`config.mk`:
```
export PLATFORM = sky130hd
export DESIGN_NAME = ooo_core_top
export DESIGN_NICKNAME = d
export VERILOG_FILES = /design/src/design/core_pkg.sv /design/src/design/ooo_core_top.sv /design/src/design/arch_regfile.sv /design/src/design/reorder_buffer.sv /design/src/design/alu_exec.sv /design/src/design/insn_decoder.sv
export SDC_FILE = /design/constraint.sdc
export NUM_CORES = 2
export LEC_CHECK = 0
export BUFFER_PORTS_ARGS = -buffer_cell sky130_fd_sc_hd__buf_2
export CORE_ASPECT_RATIO = 0.75
export CORE_MARGIN = 2
export CORE_UTILIZATION = 30
export CTS_CLUSTER_SIZE = 40
export DETAILED_ROUTE_END_ITERATION = 8
export HOLD_SLACK_MARGIN = 0.15
export PLACE_DENSITY = 0.49
export SLEW_MARGIN = 20
export SYNTH_ARGS = -nofsm -noshare
export SYNTH_HDL_FRONTEND = slang
export SYNTH_SLANG_ARGS = --single-unit
```
`constraint.sdc`:
```
create_clock -name clk_i -period 7.5 [get_ports clk_i]
set_input_delay 0.75 -clock clk_i [delete_from_list [all_inputs] [get_ports clk_i]]
set_output_delay 0.75 -clock clk_i [all_outputs]
set_load 0.02 [all_outputs]
```
`src/design/core_pkg.sv`:
```
package core_pkg;

    // operation code carried from decode to the execute lanes
    typedef enum logic [2:0] {
        OP_ADD = 3'd0,
        OP_SUB = 3'd1,
        OP_AND = 3'd2,
        OP_OR  = 3'd3,
        OP_XOR = 3'd4,
        OP_MUL = 3'd5
    } alu_op_e;

    // finish delay of each lane, counted from the accept cycle
    // the issue register is the first stage of both lanes
    localparam int FAST_LATENCY = 1;
    localparam int MUL_LATENCY  = 4;

endpackage
```
`src/design/ooo_core_top.sv`:
```
`timescale 1ns/1ps

module ooo_core_top import core_pkg::*; #(
    parameter int  XLEN      = 32,
    parameter int  ROB_DEPTH = 8,
    localparam int ROB_SEL   = $clog2(ROB_DEPTH)
) (
    input  logic            clk_i,
    input  logic            reset_i,
    input  logic            insn_valid_i,
    input  logic [31:0]     insn_i,
    input  logic [XLEN-1:0] pc_i,
    output logic            stall_o,
    output logic            commit_valid_o,
    output logic [XLEN-1:0] commit_pc_o,
    output logic            commit_we_o,
    output logic [4:0]      commit_rd_o,
    output logic [XLEN-1:0] commit_data_o
);

    // operand read
    logic [4:0]         rs1_addr;
    logic [4:0]         rs2_addr;
    logic [XLEN-1:0]    rs1_data;
    logic [XLEN-1:0]    rs2_data;

    // dispatch into the ROB
    logic               disp_valid;
    logic [ROB_SEL-1:0] disp_tag;
    logic [XLEN-1:0]    disp_pc;
    logic [4:0]         disp_rd;
    logic               disp_we;

    // issue to execute
    logic               issue_valid;
    alu_op_e            issue_op;
    logic [ROB_SEL-1:0] issue_tag;
    logic [XLEN-1:0]    issue_a;
    logic [XLEN-1:0]    issue_b;

    // finish back to the ROB
    logic               finish_valid;
    logic [ROB_SEL-1:0] finish_tag;
    logic [XLEN-1:0]    finish_data;

    insn_decoder #(
        .XLEN      (XLEN),
        .ROB_DEPTH (ROB_DEPTH)
    ) i_insn_decoder (
        .clk_i          (clk_i),
        .reset_i        (reset_i),
        .insn_valid_i   (insn_valid_i),
        .insn_i         (insn_i),
        .pc_i           (pc_i),
        .rs1_data_i     (rs1_data),
        .rs2_data_i     (rs2_data),
        .commit_valid_i (commit_valid_o),
        .commit_we_i    (commit_we_o),
        .commit_rd_i    (commit_rd_o),
        .stall_o        (stall_o),
        .rs1_addr_o     (rs1_addr),
        .rs2_addr_o     (rs2_addr),
        .disp_valid_o   (disp_valid),
        .disp_tag_o     (disp_tag),
        .disp_pc_o      (disp_pc),
        .disp_rd_o      (disp_rd),
        .disp_we_o      (disp_we),
        .issue_valid_o  (issue_valid),
        .issue_op_o     (issue_op),
        .issue_tag_o    (issue_tag),
        .issue_a_o      (issue_a),
        .issue_b_o      (issue_b)
    );

    alu_exec #(
        .XLEN      (XLEN),
        .ROB_DEPTH (ROB_DEPTH)
    ) i_alu_exec (
        .clk_i          (clk_i),
        .reset_i        (reset_i),
        .issue_valid_i  (issue_valid),
        .issue_op_i     (issue_op),
        .issue_tag_i    (issue_tag),
        .issue_a_i      (issue_a),
        .issue_b_i      (issue_b),
        .finish_valid_o (finish_valid),
        .finish_tag_o   (finish_tag),
        .finish_data_o  (finish_data)
    );

    reorder_buffer #(
        .XLEN      (XLEN),
        .ROB_DEPTH (ROB_DEPTH)
    ) i_reorder_buffer (
        .clk_i          (clk_i),
        .reset_i        (reset_i),
        .disp_valid_i   (disp_valid),
        .disp_tag_i     (disp_tag),
        .disp_pc_i      (disp_pc),
        .disp_rd_i      (disp_rd),
        .disp_we_i      (disp_we),
        .finish_valid_i (finish_valid),
        .finish_tag_i   (finish_tag),
        .finish_data_i  (finish_data),
        .commit_valid_o (commit_valid_o),
        .commit_pc_o    (commit_pc_o),
        .commit_we_o    (commit_we_o),
        .commit_rd_o    (commit_rd_o),
        .commit_data_o  (commit_data_o)
    );

    arch_regfile #(
        .XLEN (XLEN)
    ) i_arch_regfile (
        .clk_i      (clk_i),
        .reset_i    (reset_i),
        .rs1_addr_i (rs1_addr),
        .rs2_addr_i (rs2_addr),
        .we_i       (commit_we_o),
        .rd_i       (commit_rd_o),
        .wdata_i    (commit_data_o),
        .rs1_data_o (rs1_data),
        .rs2_data_o (rs2_data)
    );

endmodule

```
`src/design/arch_regfile.sv`:
```
`timescale 1ns/1ps

module arch_regfile #(
    parameter int XLEN = 32
) (
    input  logic            clk_i,
    input  logic            reset_i,
    input  logic [4:0]      rs1_addr_i,
    input  logic [4:0]      rs2_addr_i,
    input  logic            we_i,
    input  logic [4:0]      rd_i,
    input  logic [XLEN-1:0] wdata_i,
    output logic [XLEN-1:0] rs1_data_o,
    output logic [XLEN-1:0] rs2_data_o
);

    logic [XLEN-1:0] regs_q [32];

    // committed state only, written in program order
    always_ff @(posedge clk_i) begin
        if (reset_i) begin
            regs_q <= '{default: '0};
        end else if (we_i && (rd_i != 5'd0)) begin
            regs_q[rd_i] <= wdata_i;
        end
    end

    // x0 hardwired to zero
    assign rs1_data_o = (rs1_addr_i == 5'd0) ? '0 : regs_q[rs1_addr_i];
    assign rs2_data_o = (rs2_addr_i == 5'd0) ? '0 : regs_q[rs2_addr_i];

endmodule

```
`src/design/reorder_buffer.sv`:
```
`timescale 1ns/1ps

module reorder_buffer #(
    parameter int  XLEN      = 32,
    parameter int  ROB_DEPTH = 8,
    localparam int ROB_SEL   = $clog2(ROB_DEPTH)
) (
    input  logic               clk_i,
    input  logic               reset_i,
    input  logic               disp_valid_i,
    input  logic [ROB_SEL-1:0] disp_tag_i,
    input  logic [XLEN-1:0]    disp_pc_i,
    input  logic [4:0]         disp_rd_i,
    input  logic               disp_we_i,
    input  logic               finish_valid_i,
    input  logic [ROB_SEL-1:0] finish_tag_i,
    input  logic [XLEN-1:0]    finish_data_i,
    output logic               commit_valid_o,
    output logic [XLEN-1:0]    commit_pc_o,
    output logic               commit_we_o,
    output logic [4:0]         commit_rd_o,
    output logic [XLEN-1:0]    commit_data_o
);

    // per-entry state flags
    logic [ROB_DEPTH-1:0] valid_q;
    logic [ROB_DEPTH-1:0] finish_q;
    logic [ROB_DEPTH-1:0] dst_we_q;

    // per-entry payload
    logic [XLEN-1:0]      pc_q   [ROB_DEPTH];
    logic [4:0]           rd_q   [ROB_DEPTH];
    logic [XLEN-1:0]      data_q [ROB_DEPTH];

    logic [ROB_SEL-1:0]   head_q;
    logic                 commit;

    // oldest entry retires once its result is in
    assign commit = valid_q[head_q] && finish_q[head_q];

    assign commit_valid_o = commit;
    assign commit_pc_o    = pc_q[head_q];
    assign commit_we_o    = commit && dst_we_q[head_q];
    assign commit_rd_o    = rd_q[head_q];
    assign commit_data_o  = data_q[head_q];

    always_ff @(posedge clk_i) begin
        if (reset_i) begin
            valid_q  <= '0;
            finish_q <= '0;
            head_q   <= '0;
        end else begin
            if (disp_valid_i) begin
                valid_q[disp_tag_i]  <= 1'b1;
                finish_q[disp_tag_i] <= 1'b0;
            end
            if (finish_valid_i) begin
                finish_q[finish_tag_i] <= 1'b1;
            end
            if (commit) begin
                valid_q[head_q] <= 1'b0;
                // depth is a power of two, wrap is free
                head_q <= head_q + 1'b1;
            end
        end
    end

    always_ff @(posedge clk_i) begin
        if (disp_valid_i) begin
            pc_q[disp_tag_i]     <= disp_pc_i;
            rd_q[disp_tag_i]     <= disp_rd_i;
            dst_we_q[disp_tag_i] <= disp_we_i;
        end
        if (finish_valid_i) begin
            data_q[finish_tag_i] <= finish_data_i;
        end
    end

    // tail never catches up with a live entry
    a_disp_free: assert property (@(posedge clk_i) disable iff (reset_i)
        disp_valid_i |-> !valid_q[disp_tag_i]);

    // each dispatched entry finishes exactly once
    a_finish_live: assert property (@(posedge clk_i) disable iff (reset_i)
        finish_valid_i |-> valid_q[finish_tag_i] && !finish_q[finish_tag_i]);

endmodule

```
`src/design/alu_exec.sv`:
```
`timescale 1ns/1ps

module alu_exec import core_pkg::*; #(
    parameter int  XLEN      = 32,
    parameter int  ROB_DEPTH = 8,
    localparam int ROB_SEL   = $clog2(ROB_DEPTH)
) (
    input  logic               clk_i,
    input  logic               reset_i,
    input  logic               issue_valid_i,
    input  alu_op_e            issue_op_i,
    input  logic [ROB_SEL-1:0] issue_tag_i,
    input  logic [XLEN-1:0]    issue_a_i,
    input  logic [XLEN-1:0]    issue_b_i,
    output logic               finish_valid_o,
    output logic [ROB_SEL-1:0] finish_tag_o,
    output logic [XLEN-1:0]    finish_data_o
);

    localparam int HALF = XLEN / 2;
    // the issue register counts as the first multiply stage
    localparam int MUL_STAGES = MUL_LATENCY - 1;

    logic                  fast_valid;
    logic [XLEN-1:0]       fast_data;
    logic                  mul_issue;
    logic                  mul_done;

    logic [MUL_STAGES-1:0] mul_vld_q;
    logic [ROB_SEL-1:0]    mul_tag_q [MUL_STAGES];
    logic [XLEN-1:0]       pp_lo_q;
    logic [XLEN-1:0]       pp_hi_q;
    logic [XLEN-1:0]       mul_prod_q [1:MUL_STAGES-1];

    // fast lane, finishes in its issue cycle
    always_comb begin
        case (issue_op_i)
            OP_SUB:  fast_data = issue_a_i - issue_b_i;
            OP_AND:  fast_data = issue_a_i & issue_b_i;
            OP_OR:   fast_data = issue_a_i | issue_b_i;
            OP_XOR:  fast_data = issue_a_i ^ issue_b_i;
            default: fast_data = issue_a_i + issue_b_i;
        endcase
    end

    assign fast_valid = issue_valid_i && (issue_op_i != OP_MUL);
    assign mul_issue  = issue_valid_i && (issue_op_i == OP_MUL);

    always_ff @(posedge clk_i) begin
        if (reset_i) begin
            mul_vld_q <= '0;
        end else begin
            mul_vld_q <= {mul_vld_q[MUL_STAGES-2:0], mul_issue};
        end
    end

    // multiply split on the halves of b, low XLEN bits kept throughout
    always_ff @(posedge clk_i) begin
        if (mul_issue) begin
            mul_tag_q[0] <= issue_tag_i;
            pp_lo_q      <= issue_a_i * {{(XLEN-HALF){1'b0}}, issue_b_i[HALF-1:0]};
            pp_hi_q      <= issue_a_i * {{HALF{1'b0}}, issue_b_i[XLEN-1:HALF]};
        end
        mul_prod_q[1] <= pp_lo_q + (pp_hi_q << HALF);
        for (int i = 1; i < MUL_STAGES; i++) begin
            mul_tag_q[i] <= mul_tag_q[i-1];
        end
        for (int i = 2; i < MUL_STAGES; i++) begin
            mul_prod_q[i] <= mul_prod_q[i-1];
        end
    end

    assign mul_done = mul_vld_q[MUL_STAGES-1];

    // decoder reserves the finish slot, so at most one lane is valid
    assign finish_valid_o = fast_valid || mul_done;
    assign finish_tag_o   = mul_done ? mul_tag_q[MUL_STAGES-1] : issue_tag_i;
    assign finish_data_o  = mul_done ? mul_prod_q[MUL_STAGES-1] : fast_data;

    a_one_lane: assert property (@(posedge clk_i) disable iff (reset_i)
        !(fast_valid && mul_done));

endmodule

```
`src/design/insn_decoder.sv`:
```
`timescale 1ns/1ps

module insn_decoder import core_pkg::*; #(
    parameter int  XLEN      = 32,
    parameter int  ROB_DEPTH = 8,
    localparam int ROB_SEL   = $clog2(ROB_DEPTH)
) (
    input  logic               clk_i,
    input  logic               reset_i,
    input  logic               insn_valid_i,
    input  logic [31:0]        insn_i,
    input  logic [XLEN-1:0]    pc_i,
    input  logic [XLEN-1:0]    rs1_data_i,
    input  logic [XLEN-1:0]    rs2_data_i,
    input  logic               commit_valid_i,
    input  logic               commit_we_i,
    input  logic [4:0]         commit_rd_i,
    output logic               stall_o,
    output logic [4:0]         rs1_addr_o,
    output logic [4:0]         rs2_addr_o,
    output logic               disp_valid_o,
    output logic [ROB_SEL-1:0] disp_tag_o,
    output logic [XLEN-1:0]    disp_pc_o,
    output logic [4:0]         disp_rd_o,
    output logic               disp_we_o,
    output logic               issue_valid_o,
    output alu_op_e            issue_op_o,
    output logic [ROB_SEL-1:0] issue_tag_o,
    output logic [XLEN-1:0]    issue_a_o,
    output logic [XLEN-1:0]    issue_b_o
);

    localparam logic [6:0] OPC_OP     = 7'b0110011;
    localparam logic [6:0] OPC_OP_IMM = 7'b0010011;
    // a fast op accepted this many cycles after a MUL would share its finish cycle
    localparam int RESV_W = MUL_LATENCY - FAST_LATENCY;

    logic [6:0]         opcode;
    logic [2:0]         funct3;
    logic [6:0]         funct7;
    logic [4:0]         rd;
    logic [XLEN-1:0]    imm;
    alu_op_e            dec_op;
    logic               known;
    logic               is_imm;
    logic               writes_rd;
    logic               fast_op;
    logic               hazard;
    logic               collide;
    logic               full;
    logic               accept;

    logic [31:0]        pending_q;
    logic [ROB_SEL:0]   occ_q;
    logic [ROB_SEL-1:0] tail_q;
    logic [RESV_W-1:0]  resv_q;
    logic               issue_valid_q;
    alu_op_e            issue_op_q;
    logic [ROB_SEL-1:0] issue_tag_q;
    logic [XLEN-1:0]    issue_a_q;
    logic [XLEN-1:0]    issue_b_q;

    assign opcode = insn_i[6:0];
    assign funct3 = insn_i[14:12];
    assign funct7 = insn_i[31:25];
    assign rd     = insn_i[11:7];
    assign imm    = {{(XLEN-12){insn_i[31]}}, insn_i[31:20]};

    // unknown encodings fall through as ADD so the entry still finishes
    always_comb begin
        dec_op = OP_ADD;
        known  = 1'b0;
        is_imm = 1'b0;
        if (opcode == OPC_OP) begin
            known = 1'b1;
            case ({funct7, funct3})
                {7'b0000000, 3'b000}: dec_op = OP_ADD;
                {7'b0100000, 3'b000}: dec_op = OP_SUB;
                {7'b0000000, 3'b111}: dec_op = OP_AND;
                {7'b0000000, 3'b110}: dec_op = OP_OR;
                {7'b0000000, 3'b100}: dec_op = OP_XOR;
                {7'b0000001, 3'b000}: dec_op = OP_MUL;
                default:              known  = 1'b0;
            endcase
        end else if (opcode == OPC_OP_IMM && funct3 == 3'b000) begin
            known  = 1'b1;
            is_imm = 1'b1;
        end
    end

    assign writes_rd = known && (rd != 5'd0);
    assign fast_op   = (dec_op != OP_MUL);

    // no forwarding, so wait out any in-flight producer or writer
    assign hazard = (known && pending_q[insn_i[19:15]])
                 || (known && !is_imm && pending_q[insn_i[24:20]])
                 || (writes_rd && pending_q[rd]);
    assign collide = fast_op && resv_q[0];
    assign full    = (occ_q == (ROB_SEL+1)'(ROB_DEPTH));
    assign stall_o = full || (insn_valid_i && (hazard || collide));
    assign accept  = insn_valid_i && !stall_o;

    always_ff @(posedge clk_i) begin
        if (reset_i) begin
            pending_q     <= '0;
            occ_q         <= '0;
            tail_q        <= '0;
            resv_q        <= '0;
            issue_valid_q <= 1'b0;
        end else begin
            if (commit_valid_i && commit_we_i) begin
                pending_q[commit_rd_i] <= 1'b0;
            end
            if (accept && writes_rd) begin
                pending_q[rd] <= 1'b1;
            end
            if (accept && !commit_valid_i) begin
                occ_q <= occ_q + 1'b1;
            end else if (!accept && commit_valid_i) begin
                occ_q <= occ_q - 1'b1;
            end
            if (accept) begin
                tail_q <= tail_q + 1'b1;
            end
            // MUL finish slot walks down towards bit 0
            resv_q        <= {accept && !fast_op, resv_q[RESV_W-1:1]};
            issue_valid_q <= accept;
        end
    end

    always_ff @(posedge clk_i) begin
        if (accept) begin
            issue_op_q  <= dec_op;
            issue_tag_q <= tail_q;
            issue_a_q   <= rs1_data_i;
            issue_b_q   <= is_imm ? imm : rs2_data_i;
        end
    end

    assign rs1_addr_o    = insn_i[19:15];
    assign rs2_addr_o    = insn_i[24:20];
    assign disp_valid_o  = accept;
    assign disp_tag_o    = tail_q;
    assign disp_pc_o     = pc_i;
    assign disp_rd_o     = rd;
    assign disp_we_o     = writes_rd;
    assign issue_valid_o = issue_valid_q;
    assign issue_op_o    = issue_op_q;
    assign issue_tag_o   = issue_tag_q;
    assign issue_a_o     = issue_a_q;
    assign issue_b_o     = issue_b_q;

    a_occ_bound: assert property (@(posedge clk_i) disable iff (reset_i)
        occ_q <= (ROB_SEL+1)'(ROB_DEPTH));

    // a fast op never dispatches into the finish cycle of an earlier MUL
    a_finish_slot: assert property (@(posedge clk_i) disable iff (reset_i)
        disp_valid_o && !fast_op |-> ##RESV_W !(disp_valid_o && fast_op));

endmodule

```
=== Yosys cells after proc, flatten, opt, wreduce, memory -nomap -nowiden ===
Memory sizes are Yosys's and may differ from the RTL's. A register that Yosys moved wholly into a read port is not among the register bits.
Cells that the tools add are included.
W data, S select, Z words.

* Add/sub/neg operators: 7
* Multipliers: 2
* Divide/modulo/power cells: 0
* Order comparisons: 16
* Equal/unequal tests: 15
* Shift operators: 0
* Mux-type cells: 66
* Bitwise gates (word level): 15
* Reduce and logical (&&, ||, !) cells: 43

{| class="wikitable"
|+ Operator list
! operator !! count
|-
| $bwmux W1024 || 1
|-
| $mux W32 || 11
|-
| $bmux W32 S5 || 2
|-
| $demux W32 S5 || 1
|-
| $pmux W32 S4 || 1
|-
| $add A32 B32 Y32 || 2
|-
| $and A32 B32 Y32 || 2
|-
| $or A32 B32 Y32 || 2
|-
| $mux W8 || 6
|-
| $mul A32 B16 Y16 || 1
|-
| $mul A32 B16 Y32 || 1
|-
| $not A32 Y32 || 1
|-
| $sub A32 B32 Y32 || 1
|-
| $xor A32 B32 Y32 || 1
|-
| $eq A10 B3 Y1 const B || 3
|-
| $logic_and A1 B1 Y1 || 25
|-
| $lt A5 B6 Y1 const B || 4
|-
| $mux W3 || 8
|-
| $mux W1 || 21
|-
| $ge A6 B6 Y1 const B || 3
|-
| $not A5 Y6 || 3
|-
| $and A8 B8 Y8 || 2
|-
| $not A8 Y8 || 2
|-
| $or A8 B8 Y8 || 2
|-
| 31 further kinds || 58
|}

* Register bits after elaboration: 1215
* Latch bits: 0
* RAM bits: 625
* Bits in read-only memories: 0
* Bits of input ports: 67
* Output and inout bits: 72
* Logic and storage cells: 217
* Memories kept: 5

{| class="wikitable"
|+ Memory list
! name !! words !! width !! read ports !! clocked after memory_dff !! wr ports !! RTL line !! source
|-
| i_reorder_buffer.data_q || 8 || 32 || 1 || 1 || 1 || reorder_buffer.sv:33 || <nowiki>logic [XLEN-1:0] data_q [ROB_DEPTH];</nowiki>
|-
| i_reorder_buffer.pc_q || 8 || 32 || 1 || 1 || 1 || reorder_buffer.sv:31 || <nowiki>logic [XLEN-1:0] pc_q [ROB_DEPTH];</nowiki>
|-
| i_alu_exec.mul_prod_q || 2 || 32 || 2 || 0 || 2 || alu_exec.sv:33 || <nowiki>logic [XLEN-1:0] mul_prod_q [1:MUL_STAGES-1];</nowiki>
|-
| i_reorder_buffer.rd_q || 8 || 5 || 1 || 1 || 1 || reorder_buffer.sv:32 || <nowiki>logic [4:0] rd_q [ROB_DEPTH];</nowiki>
|-
| i_alu_exec.mul_tag_q || 3 || 3 || 3 || 0 || 3 || alu_exec.sv:30 || <nowiki>logic [ROB_SEL-1:0] mul_tag_q [MUL_STAGES];</nowiki>
|}

=== Depth between registers and ports, before layout ===
* Depth after elaboration: 18
* Mapped depth: 26

=== Cells and area by module ===
From an unflattened synthesis, not the netlist that was laid out.

* Cell total of the unflattened synthesis: 9978
* Area total of the unflattened synthesis: 102508.3 µm²

{| class="wikitable"
|+ By module, submodules not included
! module !! times used !! cells each !! area an instance (µm²)
|-
| arch_regfile || 1 || 5860 || 51592.0
|-
| alu_exec || 1 || 2648 || 22816.9
|-
| reorder_buffer || 1 || 941 || 22046.1
|-
| insn_decoder || 1 || 529 || 6053.3
|}

=== Worst setup path after synthesis ===
OpenSTA, ideal clock, no wires.

* Path type: register to register
* Start: reg i_insn_decoder.issue_b_q[5], in the netlist i_insn_decoder.issue_b_o[5]
* End: reg i_alu_exec.pp_lo_q[30] (data pin)
* Setup time: 0.262 ns
* Data arrival time: 6.191 ns
* Path slack: 1.047 ns
* Cell stages (with the launch flop): 24
* Buffers on the path: 2
* Period minus slack after synthesis: 6.453 ns
* Cell sequence: edfxtp_1 > clkbuf_1 > inv_1 > buf_1 > nor2_1 > fa_1 > inv_1 > fa_1 > fa_1 > inv_1 > fa_1 > fa_1 > inv_1 > fa_1 > inv_1 > ha_1 > nand3_1 > o31ai_1 > a211oi_1 > o41ai_1 > a311o_1 > a41oi_1 > o21bai_1 > xor2_1

* Cells in the longest elaborated chain, start to end: 1

{| class="wikitable"
|+ RTL lines
! element !! RTL line !! source
|-
| from (decl) || insn_decoder.sv:61 || <nowiki>logic [XLEN-1:0] issue_b_q;</nowiki>
|-
| from (signal assigned) || insn_decoder.sv:136 || <nowiki>issue_b_q <= is_imm ? imm : rs2_data_i;</nowiki>
|-
| $mul A32 B16 Y32 || alu_exec.sv:61 || <nowiki>pp_lo_q <= issue_a_i * {{(XLEN-HALF){1'b0}}, issue_b_i[HALF-1:0]};</nowiki>
|-
| to (signal assigned) || alu_exec.sv:61 ||
|-
| to (decl) || alu_exec.sv:31 || <nowiki>logic [XLEN-1:0] pp_lo_q;</nowiki>
|}

Every way passes these cells.
A chain may end at the register's enable or synchronous reset.

=== Worst setup path after layout ===
* Start: reg i_insn_decoder.issue_b_q[1], in the netlist i_insn_decoder.issue_b_o[1]
* End: reg i_alu_exec.pp_lo_q[30] (data pin)

Same word-level chain as after synthesis.

==> results.toml <==
[synthesis]
synth_area_um2 = 99300
synth_cell_types = 83
synth_edf_count = 681
synthFlopType = "dfxtp_1"
avgSynthCellArea_um2 = 11.6
syn-instance-count = 8552
syn-num-nets = 9236
yosys_register_bits = 1843
seq_area_frac_synth = 0.440
yosysWarnings = 0
async_flop_share = 0

[placed_design]
io_buffers = 138
placed_cells = 12600
dp_slack_ns = 0.252
place_congestion = 0.910
post-dp-hpwl_um = 237000
placed_area_um2 = 106000

[clock_tree]
clock_path_buffers = 4
clk_pin_slew_ns = 0.08
cts_buffers = 193
clock_latency_ns = 0.91
clock-sinks = 1843
cts_root_buffer = "clkbuf_16"
cts-htree-levels = 4
cts_tree = "yes"

[sta]
rsz0062_at_grt = "false"
fin_crit_ns = 7.08
maxSlewViolCount = 0
setup_tns_ns = 0
worst_slack_ns = 0.419
relSlewSlack = 0.182
worst_pin_slew_ns = 1.22
setup_viol = 0
period_share = 0.944
hold_viol = 0
hold_ws_ns = 0.295
max_freq_mhz = 141
finClkSkew_ns = 0.110

[setup_path]
critPathMostFrequentCell = "fa_1"
cp-end-kind = "flop"
cp_max_fo = 15
crit_arrival_ns = 7.65
critPathRequiredTime_ns = 8.07
crit_type = "reg2reg"
max_stage_delay_ns = 0.80
start_kind = "flop"
crit_path_top_delay_cell = "edfxtp_1"
crit_path_cell_trace = "inv_1, nor2_1, fa_1, fa_1, ha_1, inv_1, fa_1, inv_1, fa_1, fa_1, ha_1, a2111o_1, a21oi_1, o31ai_1, a211oi_1, o41ai_2, a311o_1, a41oi_1, o21bai_1, xor2_1"

[drt]
postRouteAntennaNets = 0
route.detailed.drc = 0
dr.first_iter.drc_count = 7783
vias = 71200
vias_per_cell = 5.47
totalWireLength_um = 362000
drt-wirelength-per-cell_um = 27.8
firstDrtPassIters = 6

[final_layout]
stdcell_count = 13000
nFillCells = 32400
final_common_cell = "nor2_1"
syn2layout_area_growth_pct = 13.3
final_cell_area_um2 = 112000
fin_util = 0.342
regArea_um2 = 43700
drive_above_1_share = 0.190
num-nets-final = 9089
layout_common_cells = "nor2_1, dfxtp_1, a211oi_1"
multi_input_area_um2 = 51100

[power_and_ir_drop]
irDropWorstVdd_v = 0.000598
power_density_nw_per_um2 = 330
p_leak_nw = 38.4
total_power_mw = 37.1

[floorplanning]
num_rows = 182
dieWidth_um = 668
io_pins = 139
dieArea_um2 = 336000
die_h_um = 502
start_util = 0.302
coreArea_um2 = 329000

[grt]
grt_pass1_wl_um = 520000
grt_max_degree = 219
overflow = 0
grt_util_all_layers = 0.212
antenna_found_initial = 27
grt_pass1_vias = 70300

[run_status]
status = "complete, no violations"

[min_path]
hp-class = "reg2reg"

[run]
cap_violations = 0
## report_power, final
part / switching, mW / internal, mW
combinational: 9.46 / 5.59
sequential: 0.348 / 11.5
clock: 4.32 / 5.85
total: 14.1 / 23.0
## cells by family (layout without fill, tap and decap cells)
group | count (synthesis) | after routing | synth area share
simple gates | 2001 | 2001 | 0.0821
flops | 1843 | 1843 | 0.440
compound gates | 1573 | 1573 | 0.114
buf+inv | 1367 | 1373 | 0.0537
mux | 978 | 978 | 0.187
fa+ha+maj | 617 | 617 | 0.107
xor+xnor | 173 | 173 | 0.0153
other cells | 0 | 28 | 0
## timing repair
action                                  CTS  global route
setup buffers                             0             0
gates resized for setup                   0             1
hold buffers                             32             0
endpoints found under the setup margin    0             2
endpoints found under the hold margin   244             0
## final cells by class
| type | count | area share |
|---|---|---|
| clock inverter | 75 | 0.00895 |
| inverter | 582 | 0.0194 |
| antenna | 28 | 0.000623 |
| timing repair buffer | 443 | 0.0297 |
| clock buffer | 273 | 0.0490 |
| tap | 4416 | 0.0491 |
| sequential | 1843 | 0.389 |
| multi-input combinational | 5342 | 0.454 |
## synthesized netlist by cell type (55+ instances only)
| cell | instances | share of area |
|---|---|---|
| o21ai_0 | 105 | 0.0053 |
| mux4_2 | 695 | 0.16 |
| buf_1 | 134 | 0.0051 |
| a211oi_1 | 1031 | 0.078 |
| inv_1 | 565 | 0.021 |
| clkbuf_1 | 503 | 0.019 |
| a21oi_1 | 133 | 0.0067 |
| xnor2_1 | 133 | 0.012 |
| dfxtp_1 | 1162 | 0.23 |
| mux2_2 | 86 | 0.0098 |
| o22ai_1 | 55 | 0.0035 |
| edfxtp_1 | 681 | 0.21 |
| buf_2 | 143 | 0.0072 |
| nand2_1 | 427 | 0.016 |
| nor2_1 | 1332 | 0.050 |
| mux2i_1 | 197 | 0.020 |
| ha_1 | 230 | 0.029 |
| fa_1 | 387 | 0.078 |
## flip-flops by register name, summed over array words and instances (netlist names), 4 cells and up, named ones only
| register | count |
|---|---|
| i_alu_exec.pp_lo_q | 32 |
| i_reorder_buffer.pc_q | 256 |
| i_insn_decoder.occ_q | 4 |
| i_insn_decoder.issue_a_o | 32 |
| i_reorder_buffer.valid_q | 8 |
| i_alu_exec.mul_tag_q | 9 |
| i_reorder_buffer.rd_q | 40 |
| i_arch_regfile.regs_q | 1024 |
| i_insn_decoder.issue_b_o | 32 |
| i_reorder_buffer.data_q | 256 |
| i_insn_decoder.pending_q | 32 |
| i_reorder_buffer.dst_we_q | 8 |
| i_reorder_buffer.finish_q | 8 |
| i_alu_exec.mul_prod_q | 64 |
| i_alu_exec.pp_hi_q | 16 |
## metal layers
metal	vias up	wire length (µm)	global-route usage
li1	30900	-	-
met1	36700	165000	0.311
met2	3072	153000	0.309
met3	515	33300	0.0530
met4	18	10400	0.0586
met5	-	118	0
## path summary, 6_finish.rpt
path | endpoint | cells after the start | startpoint | slack (ns)
max | i_alu_exec.pp_lo_q[30]$_DFFE_PP_ | 20 | i_insn_decoder.issue_b_o[1]$_DFFE_PP_ | 0.42
min reg2reg | i_alu_exec.mul_prod_q[2][23]$_DFF_P_ | 0 | i_alu_exec.mul_prod_q[1][23]$_DFF_P_ | 0.30
min | i_alu_exec.mul_prod_q[2][23]$_DFF_P_ | 0 | i_alu_exec.mul_prod_q[1][23]$_DFF_P_ | 0.30
max reg2reg | i_alu_exec.pp_lo_q[30]$_DFFE_PP_ | 20 | i_insn_decoder.issue_b_o[1]$_DFFE_PP_ | 0.42
## worst max-delay path, delay by kind of cell, from the launching register on
kind / cells / cell delay, ns
DFF: 1 / 0.80
xor gates and xnor gates: 1 / 0.14
and+or+nand+nor: 1 / 0.30
buffers and inverters: 3 / 0.59
AOI/OAI and AO/OA: 8 / 2.15
adders and majority gates: 7 / 2.78
(Power assumes the default switching activity.)
